File: src/periph_pkg.sv
// ----------------------------------------------------------------------
// Peripheral subsystem package
// Bus and register types, register offsets, the default address map
// and the UART transmit engine states
// ----------------------------------------------------------------------

`default_nettype none

package periph_pkg;

	// Bus and register types
	typedef logic [15:0] apb_addr_t;
	typedef logic [31:0] apb_data_t;
	typedef logic [63:0] mtime_t;
	typedef logic [15:0] uart_div_t;
	typedef logic [7:0]  uart_byte_t;

	typedef enum logic [1:0] {
		UART_IDLE,
		UART_START,
		UART_DATA,
		UART_STOP
	} uart_state_t;

	// Address map, 16 kB windows selected by the top two bits
	localparam apb_addr_t DEFAULT_TIMER_BASE = 16'h0000;
	localparam apb_addr_t DEFAULT_UART_BASE  = 16'h4000;
	localparam apb_addr_t WINDOW_MASK        = 16'hc000;

	// Timer registers
	localparam apb_addr_t TIMER_CTRL_OFS      = 16'h0000;
	localparam apb_addr_t TIMER_MTIME_OFS     = 16'h0008;
	localparam apb_addr_t TIMER_MTIMEH_OFS    = 16'h000c;
	localparam apb_addr_t TIMER_MTIMECMP_OFS  = 16'h0010;
	localparam apb_addr_t TIMER_MTIMECMPH_OFS = 16'h0014;

	// UART registers
	localparam apb_addr_t UART_CSR_OFS = 16'h0000;
	localparam apb_addr_t UART_DIV_OFS = 16'h0004;
	localparam apb_addr_t UART_TX_OFS  = 16'h0008;

	localparam uart_div_t UART_DIV_RESET = 16'd16;

endpackage

`default_nettype wire

File: src/apb_if.sv
// ----------------------------------------------------------------------
// APB interface
// One requester and one completer, no wait-state limit
// ----------------------------------------------------------------------

`timescale 1ns/1ps
`default_nettype none

interface apb_if;
	import periph_pkg::*;

	logic      psel;
	logic      penable;
	logic      pwrite;
	apb_addr_t paddr;
	apb_data_t pwdata;
	apb_data_t prdata;
	logic      pready;
	logic      pslverr;

	modport master (
		output psel, penable, pwrite, paddr, pwdata,
		input  prdata, pready, pslverr
	);

	modport slave (
		input  psel, penable, pwrite, paddr, pwdata,
		output prdata, pready, pslverr
	);

endinterface

`default_nettype wire

File: src/apb_splitter.sv
// ----------------------------------------------------------------------
// APB address splitter
// Routes a host transfer to the timer or the UART window by the top
// address bits, strips the window bits from the address and returns
// the selected completer's response. Unmapped addresses get an error
// response from the splitter itself.
// ----------------------------------------------------------------------

`timescale 1ns/1ps
`default_nettype none

module apb_splitter #(
	parameter periph_pkg::apb_addr_t TIMER_BASE = periph_pkg::DEFAULT_TIMER_BASE,
	parameter periph_pkg::apb_addr_t UART_BASE  = periph_pkg::DEFAULT_UART_BASE
) (
	apb_if.slave  host,
	apb_if.master timer,
	apb_if.master uart
);
	import periph_pkg::*;

	logic      hit_timer;
	logic      hit_uart;
	apb_addr_t offset;

	// ------------------------------------------------------------------
	// Decode

	assign hit_timer = (host.paddr & WINDOW_MASK) == TIMER_BASE;
	assign hit_uart  = (host.paddr & WINDOW_MASK) == UART_BASE;
	assign offset    = host.paddr & ~WINDOW_MASK;

	// Select and enable only go to the addressed window
	assign timer.psel    = host.psel && hit_timer;
	assign timer.penable = host.penable && hit_timer;
	assign timer.pwrite  = host.pwrite;
	assign timer.paddr   = offset;
	assign timer.pwdata  = host.pwdata;

	assign uart.psel    = host.psel && hit_uart;
	assign uart.penable = host.penable && hit_uart;
	assign uart.pwrite  = host.pwrite;
	assign uart.paddr   = offset;
	assign uart.pwdata  = host.pwdata;

	// ------------------------------------------------------------------
	// Response return

	always_comb begin
		if (hit_timer) begin
			host.prdata  = timer.prdata;
			host.pready  = timer.pready;
			host.pslverr = timer.pslverr;
		end else if (hit_uart) begin
			host.prdata  = uart.prdata;
			host.pready  = uart.pready;
			host.pslverr = uart.pslverr;
		end else begin
			// Unmapped window answers at once with an error
			host.prdata  = '0;
			host.pready  = 1'b1;
			host.pslverr = host.psel;
		end
	end

	// A bad pair of base parameters would overlap the windows
	always_comb begin
		assert (!(timer.psel && uart.psel))
			else $error("apb_splitter: timer and UART selected together");
	end

endmodule

`default_nettype wire

File: src/periph_subsystem.sv
// ----------------------------------------------------------------------
// APB peripheral subsystem
// Host APB port into an address splitter, with a machine timer and a
// UART transmitter behind it
// ----------------------------------------------------------------------

`timescale 1ns/1ps
`default_nettype none

module periph_subsystem #(
	parameter periph_pkg::apb_addr_t TIMER_BASE = periph_pkg::DEFAULT_TIMER_BASE,
	parameter periph_pkg::apb_addr_t UART_BASE  = periph_pkg::DEFAULT_UART_BASE
) (
	input  wire                   clk,
	input  wire                   rst,

	// Host APB
	input  wire                   psel,
	input  wire                   penable,
	input  wire                   pwrite,
	input  periph_pkg::apb_addr_t paddr,
	input  periph_pkg::apb_data_t pwdata,
	output periph_pkg::apb_data_t prdata,
	output logic                  pready,
	output logic                  pslverr,

	// Hart and IO
	input  wire                   dbg_halt,
	output logic                  timer_irq,
	output logic                  uart_irq,
	output logic                  uart_tx
);

	apb_if host_bus ();
	apb_if timer_bus ();
	apb_if uart_bus ();

	// ------------------------------------------------------------------
	// Host port onto the internal bus

	assign host_bus.psel    = psel;
	assign host_bus.penable = penable;
	assign host_bus.pwrite  = pwrite;
	assign host_bus.paddr   = paddr;
	assign host_bus.pwdata  = pwdata;

	assign prdata  = host_bus.prdata;
	assign pready  = host_bus.pready;
	assign pslverr = host_bus.pslverr;

	// ------------------------------------------------------------------
	// Decode and peripherals

	apb_splitter #(
		.TIMER_BASE (TIMER_BASE),
		.UART_BASE  (UART_BASE)
	) u_apb_splitter (
		.host  (host_bus.slave),
		.timer (timer_bus.master),
		.uart  (uart_bus.master)
	);

	riscv_timer u_riscv_timer (
		.clk       (clk),
		.rst       (rst),
		.bus       (timer_bus.slave),
		.dbg_halt  (dbg_halt),
		.timer_irq (timer_irq)
	);

	uart_tx_mini u_uart_tx_mini (
		.clk (clk),
		.rst (rst),
		.bus (uart_bus.slave),
		.tx  (uart_tx),
		.irq (uart_irq)
	);

endmodule

`default_nettype wire

File: src/riscv_timer.sv
// ----------------------------------------------------------------------
// RISC-V machine timer
// 64-bit mtime counter and mtimecmp compare register behind 32-bit
// APB word access. Counting pauses while the debugger halts the hart.
// The interrupt is a level, high while mtime >= mtimecmp.
// ----------------------------------------------------------------------

`timescale 1ns/1ps
`default_nettype none

module riscv_timer (
	input  wire  clk,
	input  wire  rst,

	apb_if.slave bus,

	input  wire  dbg_halt,
	output logic timer_irq
);
	import periph_pkg::*;

	logic   ctrl_en;
	mtime_t mtime;
	mtime_t mtimecmp;

	logic   bus_wr;
	logic   reg_hit;

	// Every access completes in its first access cycle
	assign bus.pready = 1'b1;
	assign bus_wr     = bus.psel && bus.penable && bus.pwrite;

	// ------------------------------------------------------------------
	// Register read

	always_comb begin
		reg_hit    = 1'b1;
		bus.prdata = '0;
		case (bus.paddr)
			TIMER_CTRL_OFS:      bus.prdata = {31'd0, ctrl_en};
			TIMER_MTIME_OFS:     bus.prdata = mtime[31:0];
			TIMER_MTIMEH_OFS:    bus.prdata = mtime[63:32];
			TIMER_MTIMECMP_OFS:  bus.prdata = mtimecmp[31:0];
			TIMER_MTIMECMPH_OFS: bus.prdata = mtimecmp[63:32];
			default:             reg_hit    = 1'b0;
		endcase
	end

	assign bus.pslverr = bus.psel && !reg_hit;

	// ------------------------------------------------------------------
	// Control and counter

	always_ff @(posedge clk) begin
		if (rst) begin
			ctrl_en <= 1'b0;
		end else if (bus_wr && bus.paddr == TIMER_CTRL_OFS) begin
			ctrl_en <= bus.pwdata[0];
		end
	end

	// A word write takes the place of this cycle's increment
	always_ff @(posedge clk) begin
		if (rst) begin
			mtime <= '0;
		end else if (bus_wr && bus.paddr == TIMER_MTIME_OFS) begin
			mtime[31:0] <= bus.pwdata;
		end else if (bus_wr && bus.paddr == TIMER_MTIMEH_OFS) begin
			mtime[63:32] <= bus.pwdata;
		end else if (ctrl_en && !dbg_halt) begin
			mtime <= mtime + 64'd1;
		end
	end

	// Compare value resets to all ones so the interrupt stays quiet
	always_ff @(posedge clk) begin
		if (rst) begin
			mtimecmp <= '1;
		end else if (bus_wr && bus.paddr == TIMER_MTIMECMP_OFS) begin
			mtimecmp[31:0] <= bus.pwdata;
		end else if (bus_wr && bus.paddr == TIMER_MTIMECMPH_OFS) begin
			mtimecmp[63:32] <= bus.pwdata;
		end
	end

	assign timer_irq = mtime >= mtimecmp;

	// ------------------------------------------------------------------
	// Checks

	// The splitter must not leak the enable of another window
	assert property (@(posedge clk) disable iff (rst) bus.penable |-> bus.psel)
		else $error("riscv_timer: penable high without psel");

endmodule

`default_nettype wire

File: src/uart_tx_mini.sv
// ----------------------------------------------------------------------
// UART transmitter
// Sends 8N1 frames, LSB first, with a programmable number of clock
// cycles per bit. A TX write while a frame is in flight is held off
// with pready low. The interrupt is high while enabled and idle.
// ----------------------------------------------------------------------

`timescale 1ns/1ps
`default_nettype none

module uart_tx_mini (
	input  wire  clk,
	input  wire  rst,

	apb_if.slave bus,

	output logic tx,
	output logic irq
);
	import periph_pkg::*;

	uart_state_t state;
	uart_div_t   div;
	uart_div_t   div_cnt;
	uart_div_t   div_last;
	logic [2:0]  bit_cnt;
	uart_byte_t  shift;
	logic        irq_en;

	logic        busy;
	logic        bit_end;
	logic        bus_wr;
	logic        tx_wr;
	logic        tx_fire;
	logic        reg_hit;

	assign busy     = state != UART_IDLE;
	assign div_last = div - 16'd1;
	assign bit_end  = div_cnt >= div_last;

	// ------------------------------------------------------------------
	// APB side

	assign bus_wr  = bus.psel && bus.penable && bus.pwrite;
	assign tx_wr   = bus.psel && bus.pwrite && bus.paddr == UART_TX_OFS;
	assign tx_fire = bus_wr && bus.paddr == UART_TX_OFS && !busy;

	// Stall a character write until the engine is free
	assign bus.pready = !(tx_wr && busy);

	always_comb begin
		reg_hit    = 1'b1;
		bus.prdata = '0;
		case (bus.paddr)
			UART_CSR_OFS: bus.prdata = {23'd0, irq_en, 7'd0, busy};
			UART_DIV_OFS: bus.prdata = {16'd0, div};
			UART_TX_OFS:  bus.prdata = '0;
			default:      reg_hit    = 1'b0;
		endcase
	end

	assign bus.pslverr = bus.psel && !reg_hit;

	always_ff @(posedge clk) begin
		if (rst) begin
			irq_en <= 1'b0;
			div    <= UART_DIV_RESET;
		end else if (bus_wr) begin
			if (bus.paddr == UART_CSR_OFS)
				irq_en <= bus.pwdata[8];
			if (bus.paddr == UART_DIV_OFS)
				div <= bus.pwdata[15:0];
		end
	end

	// ------------------------------------------------------------------
	// Transmit engine

	always_ff @(posedge clk) begin
		if (rst) begin
			state   <= UART_IDLE;
			tx      <= 1'b1;
			div_cnt <= '0;
			bit_cnt <= '0;
		end else begin
			div_cnt <= bit_end ? '0 : div_cnt + 16'd1;
			case (state)
				UART_IDLE: begin
					div_cnt <= '0;
					bit_cnt <= '0;
					if (tx_fire) begin
						state <= UART_START;
						tx    <= 1'b0;
					end
				end
				UART_START: if (bit_end) begin
					state <= UART_DATA;
					tx    <= shift[0];
				end
				UART_DATA: if (bit_end) begin
					bit_cnt <= bit_cnt + 3'd1;
					if (bit_cnt == 3'd7) begin
						state <= UART_STOP;
						tx    <= 1'b1;
					end else begin
						tx <= shift[1];
					end
				end
				default: if (bit_end) begin
					state <= UART_IDLE;
				end
			endcase
		end
	end

	// Character shifter, loaded on the accepted write
	always_ff @(posedge clk) begin
		if (tx_fire)
			shift <= bus.pwdata[7:0];
		else if (state == UART_DATA && bit_end)
			shift <= shift >> 1;
	end

	assign irq = irq_en && !busy;

	// The line must rest at mark level between frames
	assert property (@(posedge clk) disable iff (rst) state == UART_IDLE |-> tx)
		else $error("uart_tx_mini: tx low while idle");

endmodule

`default_nettype wire
File: config.mk
export PLATFORM = sky130hd
export DESIGN_NAME = periph_subsystem
export DESIGN_NICKNAME = d
export VERILOG_FILES = /design/src/periph_pkg.sv /design/src/apb_if.sv /design/src/apb_splitter.sv /design/src/periph_subsystem.sv /design/src/riscv_timer.sv /design/src/uart_tx_mini.sv
export SDC_FILE = /design/constraint.sdc
export NUM_CORES = 1
export LEC_CHECK = 0
export BUFFER_PORTS_ARGS = -buffer_cell sky130_fd_sc_hd__buf_2
export CORE_MARGIN = 1
export CORE_UTILIZATION = 61
export CTS_CLUSTER_DIAMETER = 40
export DETAILED_ROUTE_END_ITERATION = 7
export PLACE_DENSITY = 0.81
export RECOVER_POWER = 50
export SYNTH_ARGS = -nofsm -noshare
export SYNTH_HDL_FRONTEND = slang
export SYNTH_SLANG_ARGS = --single-unit
File: constraint.sdc
create_clock -name clk -period 4.63 [get_ports clk]
set_input_delay 0.6945 -clock clk [delete_from_list [all_inputs] [get_ports clk]]
set_output_delay 0.6945 -clock clk [all_outputs]
set_load 0.005 [all_outputs]
== Word level (Yosys, flattened, before mapping) ==
Cells that the tools add are included.

* $add $sub $neg: 4
* Order comparisons: 2
* Equal/unequal tests: 14
* Muxes and demuxes: 29
* Bitwise operators: 2
* Reductions and logical operators: 49

{| class="wikitable"
|+ Operators by type and width
! kind !! count
|-
| two-way mux 32 bit || 5
|-
| one-hot mux 32 bit (5 select lines) || 1
|-
| adder 64 x 1 -> 64 bit (second input constant) || 1
|-
| >= comparator 64 bit || 1
|-
| two-way mux 64 bit || 1
|-
| logical NOT 16 bit || 2
|-
| one-hot mux 16 bit (2 select lines) || 1
|-
| equality test 14 x 4 -> 1 bit (second input constant) || 2
|-
| equality test 14 x 5 -> 1 bit (second input constant) || 2
|-
| logical AND 1 bit || 23
|-
| adder 16 x 1 -> 16 bit (second input constant) || 1
|-
| >= comparator 16 bit || 1
|-
| two-way mux 8 bit || 2
|-
| subtractor 16 x 1 -> 16 bit (second input constant) || 1
|-
| equality test 14 x 3 -> 1 bit (second input constant) || 1
|-
| AND reduction 2 bit || 6
|-
| nonzero test 2 bit || 6
|-
| two-way mux 1 bit || 10
|-
| two-way mux 2 bit || 5
|-
| != test 2 x 1 -> 1 bit (second input constant) || 5
|-
| one-hot mux 2 bit (3 select lines) || 1
|-
| one-hot mux 3 bit (2 select lines) || 1
|-
| OR reduction 3 bit || 2
|-
| logical NOT 1 bit || 5
|-
| other kinds (12) || 14
|}

* Flip-flop bits (word level): 176
* Input bits: 54
* Word-level logic and storage cells: 112

== Longest topological paths before layout ==
Gate-level depths: netlist (run 1).

* Depth in word-level cells: 8
* Gate-level depth with buffers: 16
* Mapped depth without buffers: 14

== Modules after synthesis ==
From an unflattened synthesis (run 1), not the netlist that was laid out.

* Cells, all modules: 1,522
* Area total of the unflattened synthesis: 12,660.9 um2

{| class="wikitable"
|+ By module, submodules not included
! module !! instances !! cells an instance !! area each (um2)
|-
| riscv_timer || 1 || 1,027 || 8,403.1
|-
| uart_tx_mini || 1 || 315 || 2,937.8
|-
| apb_splitter || 1 || 180 || 1,320.0
|}

== Worst setup path before layout (run 1) ==
No wires, ideal clock.

* Path type: in2out
* From: input paddr[1]
* To: output prdata[12]
* Data arrival time: 2.719 ns
* Required time: 3.936 ns
* Path slack: 1.217 ns
* Stages: 9
* Path buffers: 3
* Path through: or4_1 > buf_2 > or3_1 > clkbuf_1 > nor4b_4 > buf_2 > a222oi_1 > a21oi_1 > a21o_1

* Longest elaborated chain between the ends: 4

{| class="wikitable"
|+ RTL lines
! what !! line !! RTL
|-
| from (decl) || periph_subsystem.sv:21 || <nowiki>input periph_pkg::apb_addr_t paddr,</nowiki>
|-
| equality test 14 x 3 -> 1 bit or logical NOT 16 bit (tied branches) || uart_tx_mini.sv:54, riscv_timer.sv:39 ||
|-
| one-hot mux 16 bit (2 select lines) || uart_tx_mini.sv:54 || <nowiki>case (bus.paddr)</nowiki>
|-
| two-way mux 32 bit || apb_splitter.sv:54 || <nowiki>end else if (hit_uart) begin</nowiki>
|-
| two-way mux 32 bit * || apb_splitter.sv:50 || <nowiki>if (hit_timer) begin</nowiki>
|-
| to (decl) || periph_subsystem.sv:23 || <nowiki>output periph_pkg::apb_data_t prdata,</nowiki>
|}

Every way passes the cells marked *; elsewhere a longest branch is shown, timed or not.

== Worst setup path in the final report (run 1) ==
* From: register u_riscv_timer.mtime[0]
* To: output timer_irq

* Longest elaborated chain between the ends: 1

{| class="wikitable"
|+ RTL lines
! what !! line !! RTL
|-
| from (decl) || riscv_timer.sv:23 || <nowiki>mtime_t mtime;</nowiki>
|-
| from (signal assigned) || riscv_timer.sv:67 || <nowiki>mtime[31:0] <= bus.pwdata;</nowiki>
|-
| from (signal assigned) || riscv_timer.sv:71 || <nowiki>mtime <= mtime + 64'd1;</nowiki>
|-
| >= comparator 64 bit || riscv_timer.sv:86 || <nowiki>assign timer_irq = mtime >= mtimecmp;</nowiki>
|-
| to (decl) || periph_subsystem.sv:29 || <nowiki>output logic timer_irq,</nowiki>
|}

Every way passes these cells.

==> results of run 1 <==
## sequential cells by signal (all words and copies together), names as in the netlist
signal / count
u_riscv_timer.mtime: 64
u_riscv_timer.mtimecmp: 64
u_uart_tx_mini.div: 16
u_uart_tx_mini.div_cnt: 16
u_uart_tx_mini.shift: 8
u_uart_tx_mini.bit_cnt: 3
u_uart_tx_mini.state: 2
u_riscv_timer.ctrl_en: 1
u_uart_tx_mini.irq_en: 1
u_uart_tx_mini.tx: 1
## final timing paths
path | endpoint | cells past startpoint | slack (ns) | start
setup / recovery | timer_irq | 9 | 0.40 | u_riscv_timer.mtime[0]
hold / removal | u_uart_tx_mini.div_cnt[0] | 1 | 0.46 | u_uart_tx_mini.div_cnt[0]
setup reg to reg | u_uart_tx_mini.div_cnt[15] | 12 | 0.82 | u_uart_tx_mini.div[0]
hold reg to reg | u_uart_tx_mini.div_cnt[0] | 1 | 0.46 | u_uart_tx_mini.div_cnt[0]
## logic make-up after synthesis
| kind of cell | Yosys count | share of synthesized area [%] |
|---|---|---|
| and+or+nand+nor | 536 | 23.55 |
| buffers and inverters | 164 | 5.704 |
| xor gates and xnor gates | 56 | 4.342 |
| muxes | 13 | 1.241 |
| DFF | 176 | 31.90 |
| AOI/OAI and AO/OA | 376 | 23.40 |
| adders and majority gates | 89 | 9.858 |
## critical path, stage by stage (launching register included)
cell,delay (ns)
dfxtp_1,0.50
inv_1,0.08
ha_1,0.27
nand2b_1,0.14
a2111oi_0,0.73
nor4b_1,0.22
o41a_1,0.47
nor4_1,0.34
o21ai_0,0.19
buf_2,0.16
## per-stage QoR
| stage | hold slack, ns | std cells | power (mW) | instance area (um2) |
|---|---|---|---|---|
| 5_1_grt | 0.4961 | 1701 | 3.213 | 12440 |
| 3_3_place_gp | 0.4395 | 1669 | 1.657 | 11890 |
| 6_report | 0.4630 | 1701 | 3.150 | 12440 |
| 3_5_place_dp | 0.4519 | 1669 | 1.658 | 11890 |
| 2_1_floorplan | 0.4255 | 1410 | 1.592 | 11300 |
| 4_1_cts | 0.4682 | 1701 | 3.147 | 12500 |
## cell usage in the layout (no fill, tap or decap), types with 13 or more instances in the layout
cell / Yosys / final
buf_2: 20 / 88
buf_4: 1 / 19
inv_1: 78 / 77
or4_1: 15 / 15
nand4_1: 38 / 38
and4_1: 15 / 15
xor2_1: 24 / 24
nand3_1: 50 / 51
nor4_1: 17 / 17
o211ai_1: 82 / 82
nor3_1: 33 / 34
and3_1: 13 / 13
a22oi_1: 13 / 13
ha_1: 89 / 89
a222oi_1: 28 / 28
clkbuf_16: 0 / 17
dfxtp_1: 168 / 168
a21oi_1: 90 / 90
nand2_1: 204 / 204
xnor2_1: 32 / 32
a211oi_1: 34 / 34
a21o_1: 24 / 24
nor2_1: 92 / 92
o21ai_0: 30 / 31
a31oi_1: 16 / 16
## layer usage
layer | routed length, um | share of wire (%) | vias up | GRT usage, %
li1 | - | - | 5342 | -
met1 | 16030 | 42 | 5473 | 56.78
met2 | 16000 | 41 | 773 | 58.32
met3 | 5471 | 14 | 104 | 12.92
met4 | 1093 | 2.8 | 0 | 14.43
met5 | 0 | 0 | - | 0
## report_power, final
part	switching [mW]	total [mW]	internal (mW)	leakage, nW
clock network	0.664	1.52	0.858	0.300
registers	0.0000364	1.52	1.52	1.43
logic	0.0810	0.106	0.0247	3.50
total	0.745	3.15	2.40	5.23
## cell type report
| type | count | area share, % |
|---|---|---|
| clock inverters | 15 | 1.459 |
| well taps | 229 | 2.304 |
| clock buffers | 17 | 3.421 |
| repair buffers | 116 | 4.970 |
| inverters | 78 | 2.354 |
| flip-flops and latches | 176 | 28.98 |
| multi-input cells | 1070 | 56.51 |
==> summary.md, run 1 <==
| Metric | Value |
|---|---|
| Top cells by count, synth | nand2_1, dfxtp_1, nor2_1 |
| Layout Nets | between 1500 and 2000 |
| Synth Register Bits | 176 |
| DIE WIDTH | between 100 and 150 um |
| Cell taking the most area after synthesis | dfxtp_1 |
| Lkg Pwr | 5.227 nW |
| GRT Util Overall | between 40% and 50% |
| Area of the mapped netlist | 11300 um2 |
| PortBufs | 90 |
| Worst Path Arrival | around 3.5 ns |
| RSZ-0062 raised after global routing | no |
| DRC Markers | 13 |
| Setup ws final | 0.4027 ns |
| Critical Path Sink Type | output pin |
| Slew @ Worst Pin | 1.563 ns |
| Most common cell in the netlist | nand2_1 |
| Synth area leaders | dfxtp_1, ha_1, nand2_1 |
| Setup WS pre-CTS | between 0.6 and 0.7 ns |
| Share of cells above drive strength 1 | between 10% and 20% |
| MaxCap Viol Count | 2 |
| Maximum clock path buffer count | 2 |
| Initial antenna violation count | 0 |
| CTS tree | yes |
| Setup total negative slack | 0 ns |
| Synth warn | 0 |
| Hold crit path type | reg2reg |
| DR WL/cell | around 23 um |
| Area Overhead vs Synth | 10.09% |
| Ant. Diodes | 0 |
| Htree depth | 4 |
| Failing checks | design-rule violations, max-capacitance violations, max-slew violations |
| Avg Cell Area, Syn | roughly 8 um2 |
| Io pins | 91 |
| FILL cells | 1549 |
| Setup Skew | 0.008532 ns |
| Sequential share of the synthesized area | 31.90% |
| Max FO, Critical Path | 8 |
| Initial core utilization | between 60% and 70% |
| Grt ovf | 0 |
| CP Launch Type | flop |
| Setup Crit Path Kind | reg2out |
| Final core utilization | between 60 and 70% |
| Final Setup Violations | 0 |
| Placeable Area | between 15000 and 20000 um2 |
| Post-CTS sizing | 0 |
| Post-CTS Setup Inserts | 0 |
| EDFF count, synth | 8 |
| Total Wirelength | 38590 um |
| Required time worst endpoint | ~3.9 ns |
| Clk root buf | clkbuf_16 |
| Clk sinks | approximately 180 |
| Clk slew on worst S/H paths | 0.07 ns |
| Final hold violations | 0 |
| Final GP Congestion | between 0.9 and 1 |
| Rows | 49 |
| Clock Latency Late Sink | approximately 0.44 ns |
| Max VDD drop | around 0.00027 V |
| Pwr Density | around 250 nW/um2 |
| Dpl hpwl | around 28000 um |
| Predominant post-synthesis flop cell | dfxtp_1 |
| Vias per inst | between 6 and 7 |
| Routed via count | 11690 |
| Clock period minus worst slack | roughly 4.2 ns |
| Final Max Tran Viols | 48 |
| Final antenna-violating net count | 0 |
| Synth unique cells | 76 |
| Post-Syn Instances | 1410 |
| First-pass DRT Iterations | 8 |
| Total die area | between 15000 and 20000 um2 |
| Die height | 138.1 um |
| Largest net degree at the start of global routing | 72 |
| Status | finished with violations |
| Number of global-route vias before repair | roughly 11000 |
| Initial DRC count | ~1700 |
| Relative slew slack | -6.873% |
| Period utilization | a little over 90% |
| Top cell type's share of synthesized area | 29.77% |
| Mapped Nets | roughly 1600 |
| Multi-input gate area | ~7000 um2 |
| Cts hold-fix bufs | 0 |
| First-pass GRT wire length | about 60000 um |
| Fmax | ~0.24 GHz |
| FF/Latch Area | about 3600 um2 |
| Ys async rst share | 0% |
| Num CTS Buffers | 17 |
Power figures use the tool's default switching activity.
==> run 2, diff against run 1 <==
--- a/config.mk
+++ b/config.mk
@@ -7,11 +7,12 @@
 export LEC_CHECK = 0
 export BUFFER_PORTS_ARGS = -buffer_cell sky130_fd_sc_hd__buf_2
 export CORE_MARGIN = 1
-export CORE_UTILIZATION = 61
+export CORE_UTILIZATION = 62
 export CTS_CLUSTER_DIAMETER = 40
 export DETAILED_ROUTE_END_ITERATION = 7
-export PLACE_DENSITY = 0.81
+export PLACE_DENSITY = 0.82
 export RECOVER_POWER = 50
 export SYNTH_ARGS = -nofsm -noshare
 export SYNTH_HDL_FRONTEND = slang
+export SYNTH_HIERARCHICAL = 1
 export SYNTH_SLANG_ARGS = --single-unit
==> run 2 against run 1 <==
The run ends with max-capacitance violations, max-slew violations left. Synthesized cell count rose by 6.8%. Critical endpoint is now u_riscv_timer/mtime[13]. Highest routed layer unchanged. Sequential share of layout area down 1.2 points. Register-to-register slack got worse by 0.26 ns. Area after synthesis is 11% higher. Final cell count rose by 3.3%. Sequential cell count is the same. Maximum frequency is 2.5% lower. Clock power down 9%. Largest power group unchanged. Core utilization fell by 2.8 points. Setup slack worse by 0.11 ns.
==> summary.md, run 2 <==
| Metric | Value |
|---|---|
| Htree depth | 4 (unchanged) |
| Seq pwr share | 49.1% (+0.8 points) |
| Setup Crit Path Kind | in2reg |
| Max FO, Critical Path | 41 (+33) |
| Most frequent cells in the layout | dfxtp_1, nand2_1, nor2_1 |
| PortBufs | 90 (unchanged) |
| WP buf/inv | 2 (unchanged) |
| Post-CTS sizing | 0 (unchanged) |
| Maximum clock path buffer count | 2 (unchanged) |
| RSZ-0062 raised after global routing | no |
| Final hold violations | 0 (unchanged) |
| Final GP Congestion | 0.9386 (-4.3%) |
| Placed cell area | 12490 um2 (+5.0%) |
| Failing checks | max-capacitance violations, max-slew violations |
| Relative slew slack | -24.22% (-17 points) |
| MaxCap Viol Count | 2 (unchanged) |
| Area Overhead vs Synth | 3.422% |
| Period utilization | 93.66% (+2.4 points) |
| First-pass DRT Iterations | 5 (-3) |
| Setup total negative slack | 0 ns (unchanged) |
| Cell area after layout | 12970 um2 (+4.3%) |
| Initial DRC count | 985 (-43%) |
| Clk slew on worst S/H paths | 0.07 ns (about the same) |
| Total Wirelength | 34210 um (-11%) |
| Comb power frac | 6.8% (+3.4 points) |
| CP most frequent cell | clkbuf_1 |
| Slowest stage cell on the critical path | clkbuf_1 |
| Die height | 144.2 um (+4.4%) |
| Area of the mapped netlist | 12540 um2 (+11%) |
| DIE WIDTH | 144.2 um (+4.4%) |
| Avg Cell Area, Syn | 8.327 um2 (+3.9%) |
| Num CTS Buffers | 17 (unchanged) |
| Clock period minus worst slack | 4.336 ns (+0.1090 ns) |
| Initial antenna violation count | 0 (unchanged) |
| Final Setup Violations | 0 (unchanged) |
| Number of global-route vias before repair | 10770 (-1.2%) |
| Grt ovf | 0 (unchanged) |
| DR WL/cell | 19.47 um (-14%) |
| Clock Latency Late Sink | 0.43 ns (about the same) |
| Clk sinks | 176 (unchanged) |
| CP Launch Type | input port |
| Routed via count | 11280 (-3.5%) |
| Largest registers | u_riscv_timer/mtime x64, u_riscv_timer/mtimecmp x64 |
| Switching share of power | 25.44% (+1.8 points) |
| Top routing layer used | met4 |
| DRC Markers | 0 (-13) |
| Largest net degree at the start of global routing | 75 (+4.2%) |
| Rows | 51 (+4.1%) |
| Clk pwr share | 44.1% (-4.2 points) |
| Total die area | 20800 um2 (+9.1%) |
| Vias per inst | 6.422 (-6.6%) |
| Max VDD drop | 0.0002153 V (-20%) |
| Clk root buf | clkbuf_16 |
| Post-CTS Setup Inserts | 0 (unchanged) |
| Multi-input gate area | 7523 um2 (+7.1%) |
| Io pins | 91 (unchanged) |
| Cts hold-fix bufs | 0 (unchanged) |
| Final antenna-violating net count | 0 (unchanged) |
| FILL cells | 1681 (+8.5%) |
| Post-Syn Instances | 1506 (+6.8%) |
| Ant. Diodes | 0 (unchanged) |
| Required time worst endpoint | 4.98 ns (+1.04 ns) |
| Final Max Tran Viols | 53 (+10%) |
| Cell Int Power | 2.335 mW (-2.9%) |
| Delay-heaviest family, CP | buffers and inverters |
| Final core utilization | 65.99% (-2.8 points) |
| Metal2 WL | 16290 um (+1.9%) |
| GRT Util Overall | 33.50% (-7.0 points) |
| Hold crit path type | reg2reg |
| Share of cells above drive strength 1 | 12.06% (+0.99 points) |
| Met3 wire length | 2522 um (-54%) |
| CP Cell Sequence | clkbuf_1 -> nor3b_1 -> nand3_1 -> or2_0 -> nor3_4 -> clkbuf_1 -> nor4_1 -> xnor2_1 -> a211oi_1 |
| Met1 wire length | 14130 um (-12%) |
| Setup Skew | 0.01200 ns (+0.003472 ns) |
| P_sw | 796.9 uW (+7.0%) |
| Most common cell after layout, fill and taps aside | dfxtp_1 |
| Placeable Area | 19650 um2 (+8.7%) |
| Pwr Density | 241.5 nW/um2 (-4.7%) |
| Layout Nets | 1622 (+1.2%) |
| Worst path max stage delay | 1.36 ns (+0.63 ns) |
| Lkg Pwr | 5.746 nW (+9.9%) |
| Dpl hpwl | 24910 um (-11%) |
| Initial core utilization | 63.81% (+1.4 points) |
| Slew @ Worst Pin | 1.863 ns (+0.3005 ns) |
| Critical Path Sink Type | flop |
| Fmax | 0.2306 GHz (-2.5%) |
| Status | finished with violations |
| First-pass GRT wire length | 54630 um (-9.7%) |
| CTS tree | yes |
| Synth warn | 6 (+6) |
| Worst Path Arrival | 4.68 ns (+1.15 ns) |
| FF/Latch Area | 3603 um2 (unchanged) |
## run 2: worst reg2reg max path, delay by kind of cell (launching register included)
family	cells	cell delay [ns]
fa+ha+maj	1	0.31
xor+xnor	1	0.10
flops	1	0.36
simple gates	11	3.17
## run 2: power groups by stage
stage / clock network (mW) / registers [mW] / logic (mW)
global route: 1.45 / 1.54 / 0.229
CTS: 1.39 / 1.54 / 0.211
global placement: 0 / 1.57 / 0.207
floorplan: 0 / 1.57 / 0.195
finish: 1.38 / 1.54 / 0.214
detailed placement: 0 / 1.57 / 0.210
## run 2: path summary, 6_finish.rpt
path,start,cells after the start,end,slack (ns)
hold / removal,u_uart_tx_mini/tx,1,u_uart_tx_mini/tx,0.48
hold reg to reg,u_uart_tx_mini/tx,1,u_uart_tx_mini/tx,0.48
setup reg to reg,u_uart_tx_mini/div[2],13,u_uart_tx_mini/div_cnt[5],0.56
setup / recovery,paddr[14],9,u_riscv_timer/mtime[13],0.29
## run 2: area by class of cell
type | instances | area share, %
Clock buffer | 18 | 3.309
Clock inverter | 13 | 0.8779
Inverter | 88 | 2.547
Multi-Input combinational cell | 1079 | 58.01
Sequential cell | 176 | 27.78
Tap cell | 265 | 2.556
Timing Repair Buffer | 118 | 4.920
## run 2: per-layer routing
layer | track usage [%] | up-vias
met2 | 56.80 | 493
met1 | 41.21 | 5351
met4 | 15.96 | 0
li1 | - | 5343
met3 | 5.695 | 96
met5 | 0 | -
## run 2: through the flow
| stage | hold WS [ns] | setup slack (ns) | cells | total power, mW |
|---|---|---|---|---|
| after floorplan | 0.4412 | 1.259 | 1524 | 1.764 |
| after global placement | 0.4528 | 0.7262 | 1726 | 1.778 |
| after detailed placement | 0.4561 | 0.5920 | 1726 | 1.782 |
| after CTS | 0.4715 | 0.5710 | 1757 | 3.136 |
| after global routing | 0.4945 | 0.1195 | 1757 | 3.218 |
| final | 0.4770 | 0.2937 | 1757 | 3.132 |
